**src/pmu_pwr_pkg.sv**
```systemverilog
// power side definitions: sleep states, deep-sleep step numbers
// and the power control bundle sent to the core power switch
`default_nettype none

package pmu_pwr_pkg;

  typedef enum logic [2:0] {
    NORMAL_MODE    = 3'd0,
    LIGHT_SLP      = 3'd1,
    LSLP_TO_NORMAL = 3'd2,
    DEEP_SLP       = 3'd3,
    DSLP_TO_NORMAL = 3'd4
  } sleep_state_e;

  localparam int SEQ_CNT_W = 16;

  // ---------------------------------------------------------------------
  // entry sequence steps
  // ---------------------------------------------------------------------
  localparam logic [SEQ_CNT_W-1:0] STEP_START    = 16'h0001;
  localparam logic [SEQ_CNT_W-1:0] STEP_ISO      = 16'h0020;
  localparam logic [SEQ_CNT_W-1:0] STEP_SAVE     = 16'h0040;
  localparam logic [SEQ_CNT_W-1:0] STEP_SAVE_END = 16'h0041;
  localparam logic [SEQ_CNT_W-1:0] STEP_DONE     = 16'h0060;

  // ---------------------------------------------------------------------
  // exit sequence steps, start and done are shared with entry
  // ---------------------------------------------------------------------
  localparam logic [SEQ_CNT_W-1:0] STEP_RESTORE     = 16'h0020;
  localparam logic [SEQ_CNT_W-1:0] STEP_RESTORE_END = 16'h0021;
  localparam logic [SEQ_CNT_W-1:0] STEP_ISO_OFF     = 16'h0040;

  typedef struct packed {
    logic pwr_on;
    logic iso_in;
    logic iso_out;
    logic save;
    logic restore;
  } pwr_ctl_t;

endpackage

`default_nettype wire

```
**src/pmu_reg_pkg.sv**
```systemverilog
// register side definitions of the power management unit
// register map, bus widths and the APB request, control and mode structs
`default_nettype none

package pmu_reg_pkg;

  localparam int PMU_ADDR_W = 12;
  localparam int PMU_DATA_W = 32;
  localparam int PMU_CNT_W  = 32;

  // register offsets
  localparam logic [PMU_ADDR_W-1:0] ADDR_CTRL    = 12'h000;
  localparam logic [PMU_ADDR_W-1:0] ADDR_CNT     = 12'h004;
  localparam logic [PMU_ADDR_W-1:0] ADDR_LP_MODE = 12'h008;

  // control register bits, bit 2 is reserved
  localparam int CTRL_WIC_BIT   = 0;
  localparam int CTRL_EVENT_BIT = 1;
  localparam int CTRL_CNT_BIT   = 3;

  // both request bits high means the core runs
  localparam logic [1:0] LPMD_NORMAL = 2'b11;

  typedef struct packed {
    logic                  sel;
    logic                  enable;
    logic                  write;
    logic [PMU_ADDR_W-1:0] addr;
    logic [PMU_DATA_W-1:0] wdata;
  } apb_req_t;

  typedef struct packed {
    logic wic_en;
    logic event_en;
    logic cnt_en;
  } pmu_ctrl_t;

  // field order follows mode-select bits 4 down to 0
  typedef struct packed {
    logic pwr_off;
    logic ret_pwr_off;
    logic clk_off;
    logic clk_slow;
    logic normal;
  } lp_mode_t;

endpackage

`default_nettype wire

```
**src/pmu_apb_regs.sv**
```systemverilog
// APB register block of the PMU: control, counter reload and mode select
// also runs the event down-counter, which reads back at ADDR_CNT
`timescale 1ns/100ps
`default_nettype none

module pmu_apb_regs import pmu_reg_pkg::*; (
  input  wire                   pmu_clk,
  input  wire                   pad_cpu_rst_b,
  input  apb_req_t              i_apb,
  input  wire                   i_in_normal,
  output logic [PMU_DATA_W-1:0] o_prdata,
  output pmu_ctrl_t             o_ctrl,
  output lp_mode_t              o_lp_mode,
  output logic                  o_cnt_zero
);

  logic                  wr_en;
  logic [PMU_CNT_W-1:0]  cnt_load;
  logic [PMU_CNT_W-1:0]  cnt;
  logic                  cnt_en_ff;
  logic                  load_cnt;
  logic [PMU_DATA_W-1:0] lp_mode_sel;
  logic [PMU_DATA_W-1:0] ctrl_rd;

  assign wr_en = i_apb.sel && i_apb.write && i_apb.enable;

  // ---------------------------------------------------------------------
  // register writes
  // ---------------------------------------------------------------------
  always_ff @(posedge pmu_clk or negedge pad_cpu_rst_b)
  begin
    if (!pad_cpu_rst_b)
    begin
      o_ctrl      <= '0;
      cnt_load    <= '0;
      lp_mode_sel <= '0;
    end
    else if (wr_en)
    begin
      if (i_apb.addr == ADDR_CTRL)
      begin
        o_ctrl.wic_en   <= i_apb.wdata[CTRL_WIC_BIT];
        o_ctrl.event_en <= i_apb.wdata[CTRL_EVENT_BIT];
        o_ctrl.cnt_en   <= i_apb.wdata[CTRL_CNT_BIT];
      end
      else if (i_apb.addr == ADDR_CNT)
        cnt_load <= i_apb.wdata;
      // mode can only change while the core runs
      else if (i_apb.addr == ADDR_LP_MODE && i_in_normal)
        lp_mode_sel <= i_apb.wdata;
    end
  end

  assign o_lp_mode = lp_mode_t'(lp_mode_sel[4:0]);

  // ---------------------------------------------------------------------
  // read mux
  // ---------------------------------------------------------------------
  always_comb
  begin
    ctrl_rd                 = '0;
    ctrl_rd[CTRL_WIC_BIT]   = o_ctrl.wic_en;
    ctrl_rd[CTRL_EVENT_BIT] = o_ctrl.event_en;
    ctrl_rd[CTRL_CNT_BIT]   = o_ctrl.cnt_en;
    o_prdata                = '0;
    if (i_apb.sel && !i_apb.write)
    begin
      case (i_apb.addr)
        ADDR_CTRL:    o_prdata = ctrl_rd;
        ADDR_CNT:     o_prdata = cnt;
        ADDR_LP_MODE: o_prdata = lp_mode_sel;
        default:      o_prdata = '0;
      endcase
    end
  end

  // ---------------------------------------------------------------------
  // event down-counter
  // ---------------------------------------------------------------------
  always_ff @(posedge pmu_clk or negedge pad_cpu_rst_b)
  begin
    if (!pad_cpu_rst_b)
      cnt_en_ff <= 1'b0;
    else
      cnt_en_ff <= o_ctrl.cnt_en;
  end

  // reload on enable rising or on reaching zero
  assign load_cnt = (o_ctrl.cnt_en && !cnt_en_ff) || (cnt == '0);

  always_ff @(posedge pmu_clk or negedge pad_cpu_rst_b)
  begin
    if (!pad_cpu_rst_b)
      cnt <= '0;
    else if (load_cnt)
      cnt <= cnt_load;
    else if (o_ctrl.cnt_en)
      cnt <= cnt - 1'b1;
  end

  assign o_cnt_zero = (cnt == '0) && o_ctrl.cnt_en;

endmodule

`default_nettype wire

```
**src/pmu_pwr_seq.sv**
```systemverilog
// deep-sleep power sequencer, owned by the sleep controller
// steps power, isolation, save and restore on a free-running step counter
`timescale 1ns/100ps
`default_nettype none

module pmu_pwr_seq import pmu_pwr_pkg::*; (
  input  wire          pmu_clk,
  input  wire          pad_cpu_rst_b,
  input  sleep_state_e i_state,
  input  wire          i_start_in,
  input  wire          i_start_out,
  output pwr_ctl_t     o_pwr_ctl,
  output logic         o_in_done,
  output logic         o_out_done
);

  logic                 seq_en;
  logic [SEQ_CNT_W-1:0] seq_cnt;

  // ---------------------------------------------------------------------
  // step counter
  // ---------------------------------------------------------------------
  always_ff @(posedge pmu_clk or negedge pad_cpu_rst_b)
  begin
    if (!pad_cpu_rst_b)
      seq_en <= 1'b0;
    else if (i_start_in || i_start_out)
      seq_en <= 1'b1;
    else if (o_in_done || o_out_done)
      seq_en <= 1'b0;
  end

  always_ff @(posedge pmu_clk or negedge pad_cpu_rst_b)
  begin
    if (!pad_cpu_rst_b)
      seq_cnt <= '0;
    else if (seq_en)
      seq_cnt <= seq_cnt + 1'b1;
    else
      seq_cnt <= '0;
  end

  // ---------------------------------------------------------------------
  // power control outputs, held outside the two deep states
  // ---------------------------------------------------------------------
  always_ff @(posedge pmu_clk or negedge pad_cpu_rst_b)
  begin
    if (!pad_cpu_rst_b)
    begin
      o_pwr_ctl.pwr_on  <= 1'b1;
      o_pwr_ctl.iso_in  <= 1'b0;
      o_pwr_ctl.iso_out <= 1'b0;
      o_pwr_ctl.save    <= 1'b0;
      o_pwr_ctl.restore <= 1'b0;
      o_in_done         <= 1'b0;
      o_out_done        <= 1'b0;
    end
    else if (i_state == DEEP_SLP)
    begin
      o_pwr_ctl.restore <= 1'b0;
      o_out_done        <= 1'b0;
      case (seq_cnt)
        STEP_START:
        begin
          o_pwr_ctl.pwr_on  <= 1'b1;
          o_pwr_ctl.iso_in  <= 1'b0;
          o_pwr_ctl.iso_out <= 1'b0;
          o_pwr_ctl.save    <= 1'b0;
        end
        STEP_ISO:
        begin
          o_pwr_ctl.iso_in  <= 1'b1;
          o_pwr_ctl.iso_out <= 1'b1;
        end
        STEP_SAVE:     o_pwr_ctl.save <= 1'b1;
        STEP_SAVE_END: o_pwr_ctl.save <= 1'b0;
        STEP_DONE:
        begin
          o_pwr_ctl.pwr_on <= 1'b0;
          o_in_done        <= 1'b1;
        end
        default: ;
      endcase
    end
    else if (i_state == DSLP_TO_NORMAL)
    begin
      o_pwr_ctl.save <= 1'b0;
      o_in_done      <= 1'b0;
      case (seq_cnt)
        // power back first, isolation kept until state is restored
        STEP_START:
        begin
          o_pwr_ctl.pwr_on  <= 1'b1;
          o_pwr_ctl.iso_in  <= 1'b1;
          o_pwr_ctl.iso_out <= 1'b1;
          o_pwr_ctl.restore <= 1'b0;
          o_out_done        <= 1'b0;
        end
        STEP_RESTORE:     o_pwr_ctl.restore <= 1'b1;
        STEP_RESTORE_END: o_pwr_ctl.restore <= 1'b0;
        STEP_ISO_OFF:
        begin
          o_pwr_ctl.iso_in  <= 1'b0;
          o_pwr_ctl.iso_out <= 1'b0;
        end
        STEP_DONE: o_out_done <= 1'b1;
        default: ;
      endcase
    end
  end

endmodule

`default_nettype wire

```
**src/pmu_sleep_ctrl.sv**
```systemverilog
// sleep state machine of the PMU
// picks light or deep sleep from the mode bits and drives the clock gates
`timescale 1ns/100ps
`default_nettype none

module pmu_sleep_ctrl import pmu_reg_pkg::*; import pmu_pwr_pkg::*; (
  input  wire        pmu_clk,
  input  wire        pad_cpu_rst_b,
  input  lp_mode_t   i_lp_mode,
  input  wire  [1:0] i_lpmd_b,
  input  wire        i_wakeup,
  output logic       o_in_normal,
  output logic       o_clk_slow,
  output logic       o_clk_off,
  output pwr_ctl_t   o_pwr_ctl
);

  sleep_state_e cur_state;
  sleep_state_e next_state;
  logic         normal_req;
  logic         start_in;
  logic         start_out;
  logic         in_done;
  logic         out_done;

  assign normal_req = (i_lpmd_b == LPMD_NORMAL);

  always_ff @(posedge pmu_clk or negedge pad_cpu_rst_b)
  begin
    if (!pad_cpu_rst_b)
      cur_state <= NORMAL_MODE;
    else
      cur_state <= next_state;
  end

  always_comb
  begin
    next_state = cur_state;
    case (cur_state)
      NORMAL_MODE:
      begin
        if (i_lp_mode.normal || normal_req)
          next_state = NORMAL_MODE;
        else if (i_lp_mode.clk_slow || i_lp_mode.clk_off)
          next_state = LIGHT_SLP;
        else if (i_lp_mode.ret_pwr_off || i_lp_mode.pwr_off)
          next_state = DEEP_SLP;
      end
      LIGHT_SLP:      if (i_wakeup) next_state = LSLP_TO_NORMAL;
      LSLP_TO_NORMAL: if (normal_req) next_state = NORMAL_MODE;
      // wakeup waits for the entry sequence to finish
      DEEP_SLP:       if (i_wakeup && in_done) next_state = DSLP_TO_NORMAL;
      DSLP_TO_NORMAL: if (normal_req && out_done) next_state = NORMAL_MODE;
      default:        next_state = NORMAL_MODE;
    endcase
  end

  assign o_in_normal = (cur_state == NORMAL_MODE);

  // clock gates
  assign o_clk_slow = (cur_state == LIGHT_SLP) && i_lp_mode.clk_slow;
  assign o_clk_off  = ((cur_state == LIGHT_SLP) && i_lp_mode.clk_off) ||
                      ((cur_state == DEEP_SLP) && i_lp_mode.ret_pwr_off);

  // one-cycle sequence starts, aligned with the state change
  always_ff @(posedge pmu_clk or negedge pad_cpu_rst_b)
  begin
    if (!pad_cpu_rst_b)
    begin
      start_in  <= 1'b0;
      start_out <= 1'b0;
    end
    else
    begin
      start_in  <= (cur_state == NORMAL_MODE) && (next_state == DEEP_SLP);
      start_out <= (cur_state == DEEP_SLP) && (next_state == DSLP_TO_NORMAL);
    end
  end

  pmu_pwr_seq u_pwr_seq (
    .pmu_clk       (pmu_clk),
    .pad_cpu_rst_b (pad_cpu_rst_b),
    .i_state       (cur_state),
    .i_start_in    (start_in),
    .i_start_out   (start_out),
    .o_pwr_ctl     (o_pwr_ctl),
    .o_in_done     (in_done),
    .o_out_done    (out_done)
  );

endmodule

`default_nettype wire

```
**src/pmu_top.sv**
```systemverilog
// top level of the single-core PMU
// register block and wakeup detection feed the sleep controller
`timescale 1ns/100ps
`default_nettype none

module pmu_top import pmu_reg_pkg::*; import pmu_pwr_pkg::*; (
  input  wire                   pmu_clk,
  input  wire                   pad_cpu_rst_b,
  input  apb_req_t              i_apb,
  input  wire  [1:0]            i_lpmd_b,
  input  wire                   i_intraw_vld,
  output logic [PMU_DATA_W-1:0] o_prdata,
  output logic                  o_clk_slow,
  output logic                  o_clk_off,
  output pwr_ctl_t              o_pwr_ctl
);

  pmu_ctrl_t ctrl;
  lp_mode_t  lp_mode;
  logic      cnt_zero;
  logic      in_normal;
  logic      wakeup;

  pmu_apb_regs u_apb_regs (
    .pmu_clk       (pmu_clk),
    .pad_cpu_rst_b (pad_cpu_rst_b),
    .i_apb         (i_apb),
    .i_in_normal   (in_normal),
    .o_prdata      (o_prdata),
    .o_ctrl        (ctrl),
    .o_lp_mode     (lp_mode),
    .o_cnt_zero    (cnt_zero)
  );

  pmu_wakeup u_wakeup (
    .pmu_clk       (pmu_clk),
    .pad_cpu_rst_b (pad_cpu_rst_b),
    .i_ctrl        (ctrl),
    .i_cnt_zero    (cnt_zero),
    .i_lpmd_b      (i_lpmd_b),
    .i_intraw_vld  (i_intraw_vld),
    .o_wakeup      (wakeup)
  );

  pmu_sleep_ctrl u_sleep_ctrl (
    .pmu_clk       (pmu_clk),
    .pad_cpu_rst_b (pad_cpu_rst_b),
    .i_lp_mode     (lp_mode),
    .i_lpmd_b      (i_lpmd_b),
    .i_wakeup      (wakeup),
    .o_in_normal   (in_normal),
    .o_clk_slow    (o_clk_slow),
    .o_clk_off     (o_clk_off),
    .o_pwr_ctl     (o_pwr_ctl)
  );

endmodule

`default_nettype wire

```
**src/pmu_wakeup.sv**
```systemverilog
// wakeup detection for the PMU
// combines the raw interrupt and the pending counter event under their enables
`timescale 1ns/100ps
`default_nettype none

module pmu_wakeup import pmu_reg_pkg::*; (
  input  wire        pmu_clk,
  input  wire        pad_cpu_rst_b,
  input  pmu_ctrl_t  i_ctrl,
  input  wire        i_cnt_zero,
  input  wire  [1:0] i_lpmd_b,
  input  wire        i_intraw_vld,
  output logic       o_wakeup
);

  logic slp_req;
  logic event_ff;
  logic event_vld;
  logic event_pending;
  logic wic_wakeup;
  logic event_wakeup;

  // any code other than run is a sleep request
  assign slp_req = (i_lpmd_b != LPMD_NORMAL);

  // interrupt source is a plain level
  assign wic_wakeup = i_intraw_vld && i_ctrl.wic_en && slp_req;

  // ---------------------------------------------------------------------
  // counter event edge and pending flag
  // ---------------------------------------------------------------------
  always_ff @(posedge pmu_clk or negedge pad_cpu_rst_b)
  begin
    if (!pad_cpu_rst_b)
      event_ff <= 1'b0;
    else
      event_ff <= i_cnt_zero;
  end

  assign event_vld = i_cnt_zero && !event_ff && slp_req;

  // held until the core is back in run mode
  always_ff @(posedge pmu_clk or negedge pad_cpu_rst_b)
  begin
    if (!pad_cpu_rst_b)
      event_pending <= 1'b0;
    else if (event_vld)
      event_pending <= 1'b1;
    else if (!slp_req)
      event_pending <= 1'b0;
  end

  assign event_wakeup = event_pending && i_ctrl.event_en;

  assign o_wakeup = wic_wakeup || event_wakeup;

endmodule

`default_nettype wire

```
**config.mk**
```make
export PLATFORM = sky130hd
export DESIGN_NAME = pmu_top
export DESIGN_NICKNAME = d
export VERILOG_FILES = /design/src/pmu_pwr_pkg.sv /design/src/pmu_reg_pkg.sv /design/src/pmu_apb_regs.sv /design/src/pmu_pwr_seq.sv /design/src/pmu_sleep_ctrl.sv /design/src/pmu_top.sv /design/src/pmu_wakeup.sv
export SDC_FILE = /design/constraint.sdc
export NUM_CORES = 1
export LEC_CHECK = 0
export ABC_AREA = 1
export BUFFER_PORTS_ARGS = -buffer_cell sky130_fd_sc_hd__buf_4
export CELL_PAD_IN_SITES_DETAIL_PLACEMENT = 0
export CELL_PAD_IN_SITES_GLOBAL_PLACEMENT = 1
export CORE_MARGIN = 5
export CORE_UTILIZATION = 46
export DETAILED_ROUTE_END_ITERATION = 7
export MAX_ROUTING_LAYER = met4
export PLACE_DENSITY_LB_ADDON = 0.1
export SKIP_LAST_GASP = 1
export SLEW_MARGIN = 20
export SYNTH_ARGS = -nofsm -noshare
export SYNTH_HDL_FRONTEND = slang
export SYNTH_HIERARCHICAL = 1
export SYNTH_SLANG_ARGS = --single-unit
```
**constraint.sdc**
```tcl
create_clock -name pmu_clk -period 3.8 [get_ports pmu_clk]
set_input_delay 0.76 -clock pmu_clk [delete_from_list [all_inputs] [get_ports pmu_clk]]
set_output_delay 0.76 -clock pmu_clk [all_outputs]
set_load 0.02 [all_outputs]
```
==> metrics.yaml, run 1 <==
place_hpwl_mm: 12.9
mostFrequentLayoutCells: "nand2_1 (350), dfrtp_1 (129), inv_1 (127)"
path_buf_inv: 4
first_pass_iters: 5
synth-edff-count: 0
cts_tree: "yes"
ant_nets: 0
register_area_um2: 3250
synth_top_cell_by_area: "dfrtp_1"
ys.flop_type: "dfrtp_1"
cts.path.max_buffers: 2
synth_fp_nets: 1098
start_kind: "input port"
core-area_um2: 15900
cts-root-buf: "clkbuf_16"
p_sw_w: 0.00176
p_clk_share_pct: 33.5
r2r-end: "u_apb_regs/cnt[7]"
worst_slew_pin_slew_ps: 598
via_per_inst: 4.93
cp_max_fo: 33
initial_core_util_pct: 46.9
drt-total-wl_mm: 18.5
die_w_um: 138
clkLatencyLatePin_ps: 420
multi_input_area_um2: 3480
yosys.area.top_type_share_pct: 43.2
cp.depth: 11
avgRoutedWirePerCell_um: 13.7
pre_cts_ws_ps: 804
final_common_cell: "nand2_1"
die_area_um2: 18900
syn_inst: 1042
cp-startpoint: "i_apb[33]"
holdBufCountCts: 0
cp_common_cell: "buf_4"
grt_pass1_wl_mm: 31.5
die_h_um: 138
port_buffers: 90
yosys_warnings: 6
reg2regPathDepth: 10
final_area_um2: 8840
area_growth_pct: 18.3
power_frac_seq_pct: 38.9
end_kind: "primary output"
setup_viol_count_final: 0
worst_ir_drop_vdd_v: 0.000325
cts_buffers: 17
p_int_w: 0.00308
n_fill_cell: 1574
crit_family: "buffers and inverters"
cts_resized: 0
seq_area_frac_synth_pct: 43.5
synth-seq-cells: 130
async_reset_ff_share_pct: 100
finish.net_count: 1176
post_cts_buffers: 0
slowest_stage: "buf_4"
slew_viol_final: 0
drc: 0
power_frac_comb_pct: 27.5
cp_slowest_stage_delay_ps: 370
gr-usage-all-layers_pct: 21.6
rr_startpoint: "u_apb_regs/cnt[0]"
arrival_ps: 2230
fin_tns_setup_ps: 0
drive_gt1_share_pct: 16.5
crit_path_end: "o_prdata[3]"
rsz0062_at_grt: "false"
hold_violations: 0
power.density_nw_per_um2: 548
vias: 6650
pin_count: 91
fin_crit_ps: 2990
clk_pin_slew_ps: 60
path_class: "input port to primary output"
clock_tree.htree_level_count: 4
drv_cap: 0
fp-row-count: 46
placed_area_um2: 8250
post-route-period-util_pct: 78.7
crit_required_ps: 3040
hold_class: "input port to async pin"
path_cells: "buf_4 > or2_1 > nor3_1 > nand2_1 > inv_2 > buf_4 > nand2_1 > o21ai_0 > a21oi_1 > nor2_1 > buf_4"
status: "completed"
placed_cells: 1317
power.share.switching_pct: 36.4
fmax_mhz: 334
antenna_cells: 0
antenna_found_initial: 0
syn-cell-area_um2: 7480
synth_area_per_cell_um2: 7.18
synth_cell_types: 43
setup_slack_ps: 808
clock-sinks: 130
grt_start_max_net_pins: 100
rrSetupSlack_ps: 1420
first_global_vias: 6394
relSlewSlack_pct: 60.1
final_cells: 1349
skew_ps: 14.0
first_iter_violations: 359
gp_congestion: 0.925
overflow: 0
p_leak_nw: 4.40
synth.top_cells.by_area: "dfrtp_1 (43%), nand2_1 (18%), inv_1 (6.4%)"
[worst min-delay path by stage]
stage | start | endpoint | slack (ps) | cells past startpoint
after floorplan | u_apb_regs/o_ctrl[0] | u_apb_regs/cnt_en_ff | 390 | 0
final | pad_cpu_rst_b | u_apb_regs/lp_mode_sel[5] | 270 | 1
after global placement | u_sleep_ctrl/start_out | u_sleep_ctrl/u_pwr_seq/seq_en | 430 | 2
after CTS | pad_cpu_rst_b | u_apb_regs/lp_mode_sel[5] | 280 | 1
after detailed placement | u_sleep_ctrl/start_in | u_sleep_ctrl/u_pwr_seq/seq_en | 430 | 2
after global routing | pad_cpu_rst_b | u_apb_regs/lp_mode_sel[5] | 300 | 1
[stage by stage]
stage / total power, W / hold WS, ps / util, %
2_1_floorplan: 0.00283 / 395 / -
3_3_place_gp: 0.00323 / 428 / 51.8
3_5_place_dp: 0.00323 / 431 / 51.8
4_1_cts: 0.00489 / 280 / 55.5
5_1_grt: 0.00519 / 301 / 55.5
6_report: 0.00485 / 274 / 55.5
[sequential cells by signal, indices dropped and copies added (netlist names), 3 cells and up]
register	cells
u_apb_regs/cnt	32
u_apb_regs/cnt_load	32
u_apb_regs/lp_mode_sel	32
u_sleep_ctrl/u_pwr_seq/seq_cnt	16
u_sleep_ctrl/u_pwr_seq/o_pwr_ctl	4
u_apb_regs/o_ctrl	3
u_sleep_ctrl/cur_state	3
[cell usage after synthesis (3+ instances only)]
library cell	n
nand2_1	351
dfrtp_1	129
inv_1	127
nor2_1	99
o21ai_0	83
nand3_1	52
a21oi_1	41
clkbuf_1	20
nand3_2	17
o21ai_1	16
nor2_2	12
nand4_1	11
nand2_2	9
buf_4	8
xor2_1	8
nor2_4	6
buf_2	5
nor3_1	5
buf_6	4
ha_1	4
inv_2	3
nand3b_1	3
xnor2_1	3
[layout make-up]
cell class | count | share of cell area (%)
clock buffer | 23 | 5.52
clock inverter | 9 | 1.17
inverter | 130 | 5.52
multi-input combinational | 742 | 39.4
sequential | 130 | 36.8
tap | 216 | 3.06
timing repair buffer | 99 | 8.55
[metal layers]
metal / vias to the layer above / track usage, % / part of all wire, %
met5: - / - / 0
met4: 0 / 6.21 / 0.90
met3: 13 / 3.94 / 4.0
met2: 137 / 33.0 / 47
met1: 3086 / 29.7 / 49
li1: 3414 / - / -
[kinds of logic after synthesis]
family / synth area share, %
AOI/OAI and AO/OA: 10.7
xor gates and xnor gates: 1.29
adders and majority gates: 0.669
buffers and inverters: 9.94
DFF: 43.5
and+or+nand+nor: 33.9
[power by group through the flow]
stage,Combinational (W),Clock (W),Sequential [W]
final,0.00133,0.00163,0.00189
after global routing,0.00154,0.00173,0.00192
after CTS,0.00134,0.00167,0.00188
after detailed placement,0.00133,0,0.00190
after global placement,0.00132,0,0.00191
after floorplan,0.00104,0,0.00180
[worst register-to-register path, cell delays in order (launching register included)]
cell and delay, ps:
dfrtp_1 410, inv_1 90, ha_1 220, nand2_2 140
nor2_8 210, nand2_4 90, o21bai_2 450, buf_4 360
nand2_1 110, nand3_1 90, o21ai_1 80
No activity file was read; power rests on OpenSTA's default activity.
==> run 2: changes to the inputs <==
ABC_AREA = 0   (was 1)
CORE_UTILIZATION = 41   (was 46)
clock period = 2.6 ns   (was 3.8 ns; I/O delays follow)
==> run 2 against run 1 <==
Die area is 2.8% higher. Critical path type unchanged. Synthesized cell count fell by 35%. Via count fell by 9.5%.
==> metrics.yaml, run 2 <==
fin_crit_ps: 2550
hold_violations: 0
die_w_um: 139
synthAdderAreaFrac_pct: 0.728
clock-sinks: 130
n_fill_cell: 1483
die_area_um2: 19400
setup_slack_ps: 47.4
antenna_cells: 0
power.share.switching_pct: 30.5
fp-row-count: 47
worst_slew_pin_slew_ps: 875
cp_max_fo: 5
power.density_nw_per_um2: 715
synth-seq-cells: 130
p_int_w: 0.00444
syn-cell-area_um2: 6870
placed_area_um2: 8100
rrSetupSlack_ps: 120
synth_most_common_cell: "dfrtp_1"
grt_start_max_net_pins: 51
setup_viol_count_final: 0
relSlewSlack_pct: 41.1
rsz0062_at_grt: "true"
seq_area_frac_synth_pct: 47.4
synth_area_per_cell_um2: 10.1
fmax_mhz: 392
synth_mux_area_share_pct: 11.1
crit_family: "simple AND/OR/NAND/NOR gates"
clk_pin_slew_ps: 50
yosys_warnings: 6
cts-root-buf: "clkbuf_16"
gp_congestion: 0.878
slew_viol_final: 0
synthTopCellsByCount: "dfrtp_1 (129), nor2_1 (76), mux2_2 (66), nand2_1 (40), a22oi_1 (32)"
avgRoutedWirePerCell_um: 19.3
crit_required_ps: 2080
start_kind: "input port"
placed_cells: 997
multi_input_area_um2: 3420
drt-total-wl_mm: 20.0
drc: 0
async_reset_ff_share_pct: 100
path_cells: "buf_4 > nor4_4 > nand3_2 > nor3_4 > buf_6 > clkbuf_16 > a22oi_1 > nor2_1 > buf_4"
path_buf_inv: 4
finish.net_count: 859
yosys.area.top_type_share_pct: 47.0
synthSimpleGateAreaFrac_pct: 19.5
first_global_vias: 6213
drv_cap: 0
cp_slowest_stage_delay_ps: 260
path_class: "input port to primary output"
overflow: 0
clkLatencyLatePin_ps: 430
register_area_um2: 3250
place_hpwl_mm: 14.0
cts_buffers: 17
pin_count: 91
synth_compound_area_share_pct: 15.3
arrival_ps: 2030
end_kind: "primary output"
pre_cts_ws_ps: -2.65
first_iter_violations: 394
ant_nets: 0
p_clk_share_pct: 38.6
mostFrequentLayoutCells: "buf_4 (137), dfrtp_1 (129), nor2_1 (73)"
fin_tns_setup_ps: 0
initial_core_util_pct: 41.6
synth.top_cells.by_area: "dfrtp_1 (47%), mux2_2 (11%), nor2_1 (4.2%)"
grt_pass1_wl_mm: 32.3
die_h_um: 139
drive_gt1_share_pct: 34.9
hold_class: "input port to async pin"
power_frac_comb_pct: 24.6
final_common_cell: "buf_4"
via_per_inst: 5.81
largestRegisters: "u_apb_regs/cnt (32), u_apb_regs/cnt_load (32), u_apb_regs/lp_mode_sel (32)"
clock_tree.htree_level_count: 4
antenna_found_initial: 0
status: "completed"
vias: 6019
syn_inst: 677
synth_top_family_by_area: "simple AND/OR/NAND/NOR gates"
slowest_stage: "nor3_4"
power_frac_seq_pct: 36.8
skew_ps: 9.95
synth_fp_nets: 733
cp_common_cell: "buf_4"
synth_cell_types: 79
p_leak_nw: 4.02
cts_tree: "yes"
synth-edff-count: 0
cts.path.max_buffers: 2
final_cells: 1036
p_sw_w: 0.00195
synth_xor_xnor_area_share_pct: 1.66
area_growth_pct: 30.0
ys.flop_type: "dfrtp_1"
synth_top_cell_by_area: "dfrtp_1"
gr-usage-all-layers_pct: 21.0
core-area_um2: 16500
first_pass_iters: 5
final_area_um2: 8930
worst_ir_drop_vdd_v: 0.000508
hold_slack_ps: 45.7
post-route-period-util_pct: 98.2
port_buffers: 90
[run 2: changes by cell type in the layout (fill, tap and decap cells not counted), moves of 13 or more]
cell / change
o21ai_1: -13
nand2_1: -310
buf_4: +39
nor3_1: +13
a22oi_1: +26
mux2_2: +66
nand3_2: -16
o21ai_0: -57
nand3_1: -30
nor2_1: -26
inv_1: -112
a21oi_1: -17
[run 2: final cells by class]
cell class / count / area share (%)
Timing Repair Buffer: 155 / 14.8
Inverter: 16 / 0.673
Tap cell: 220 / 3.08
Clock inverter: 4 / 1.06
Sequential cell: 130 / 36.4
Multi-Input combinational cell: 483 / 38.3
Clock buffer: 28 / 5.67
[run 2: repair_timing]
item	CTS	global route
resized for setup	1	28
endpoints found under the setup margin	2	37
pin swaps	0	17
cloned	0	3
hold buffers	0	0
buffers inserted	0	4
[run 2: cells by family after synthesis]
family,Yosys count
XOR/XNOR,13
adder cells (fa/ha/maj),4
flip-flops,130
AND/OR/NAND/NOR,248
multiplexers,68
AO/OA/AOI/OAI,150
buffers and inverters,64
[run 2: final timing paths]
path                                  startpoint                            endpoint  cells past startpoint
hold / removal                     pad_cpu_rst_b  u_sleep_ctrl/u_pwr_seq/seq_cnt[13]                      1
min in group pmu_clk                    i_apb[7]              u_apb_regs/cnt_load[7]                      2
hold reg to reg            u_sleep_ctrl/start_in       u_sleep_ctrl/u_pwr_seq/seq_en                      2
max in group asynchronous          pad_cpu_rst_b              u_apb_regs/cnt_load[8]                      2
setup / recovery                       i_apb[38]                        o_prdata[18]                      9
setup reg to reg               u_apb_regs/cnt[0]                   u_apb_regs/cnt[0]                      8
[run 2: per-layer routing]
| layer | wire [um] | part of all wire [%] | GRT usage [%] |
|---|---|---|---|
| met4 | 428 | 2.1 | 7.52 |
| met5 | 0 | 0 | - |
| met2 | 10300 | 51 | 34.8 |
| met3 | 930 | 4.7 | 4.25 |
| met1 | 8350 | 42 | 25.5 |
[run 2: power by group through the flow]
stage | sequential [W] | clock, W | combinational, W
after floorplan | 0.00235 | 0 | 0.000924
after global placement | 0.00238 | 0 | 0.00151
after detailed placement | 0.00238 | 0 | 0.00153
after CTS | 0.00235 | 0.00253 | 0.00154
after global routing | 0.00238 | 0.00260 | 0.00172
final | 0.00235 | 0.00246 | 0.00157
[run 2: worst register-to-register path: stages (launching register included)]
cell	delay, ps
dfrtp_1	370
inv_1	90
ha_1	190
or4b_4	500
or3_4	450
nor3_4	210
buf_4	240
o22ai_1	120
a221oi_2	220
[run 2: stage by stage]
step	total power [W]	util (%)
floorplan	0.00328	-
global placement	0.00389	49.0
detailed placement	0.00391	49.0
CTS	0.00642	52.7
global route	0.00669	54.0
finish	0.00639	54.0
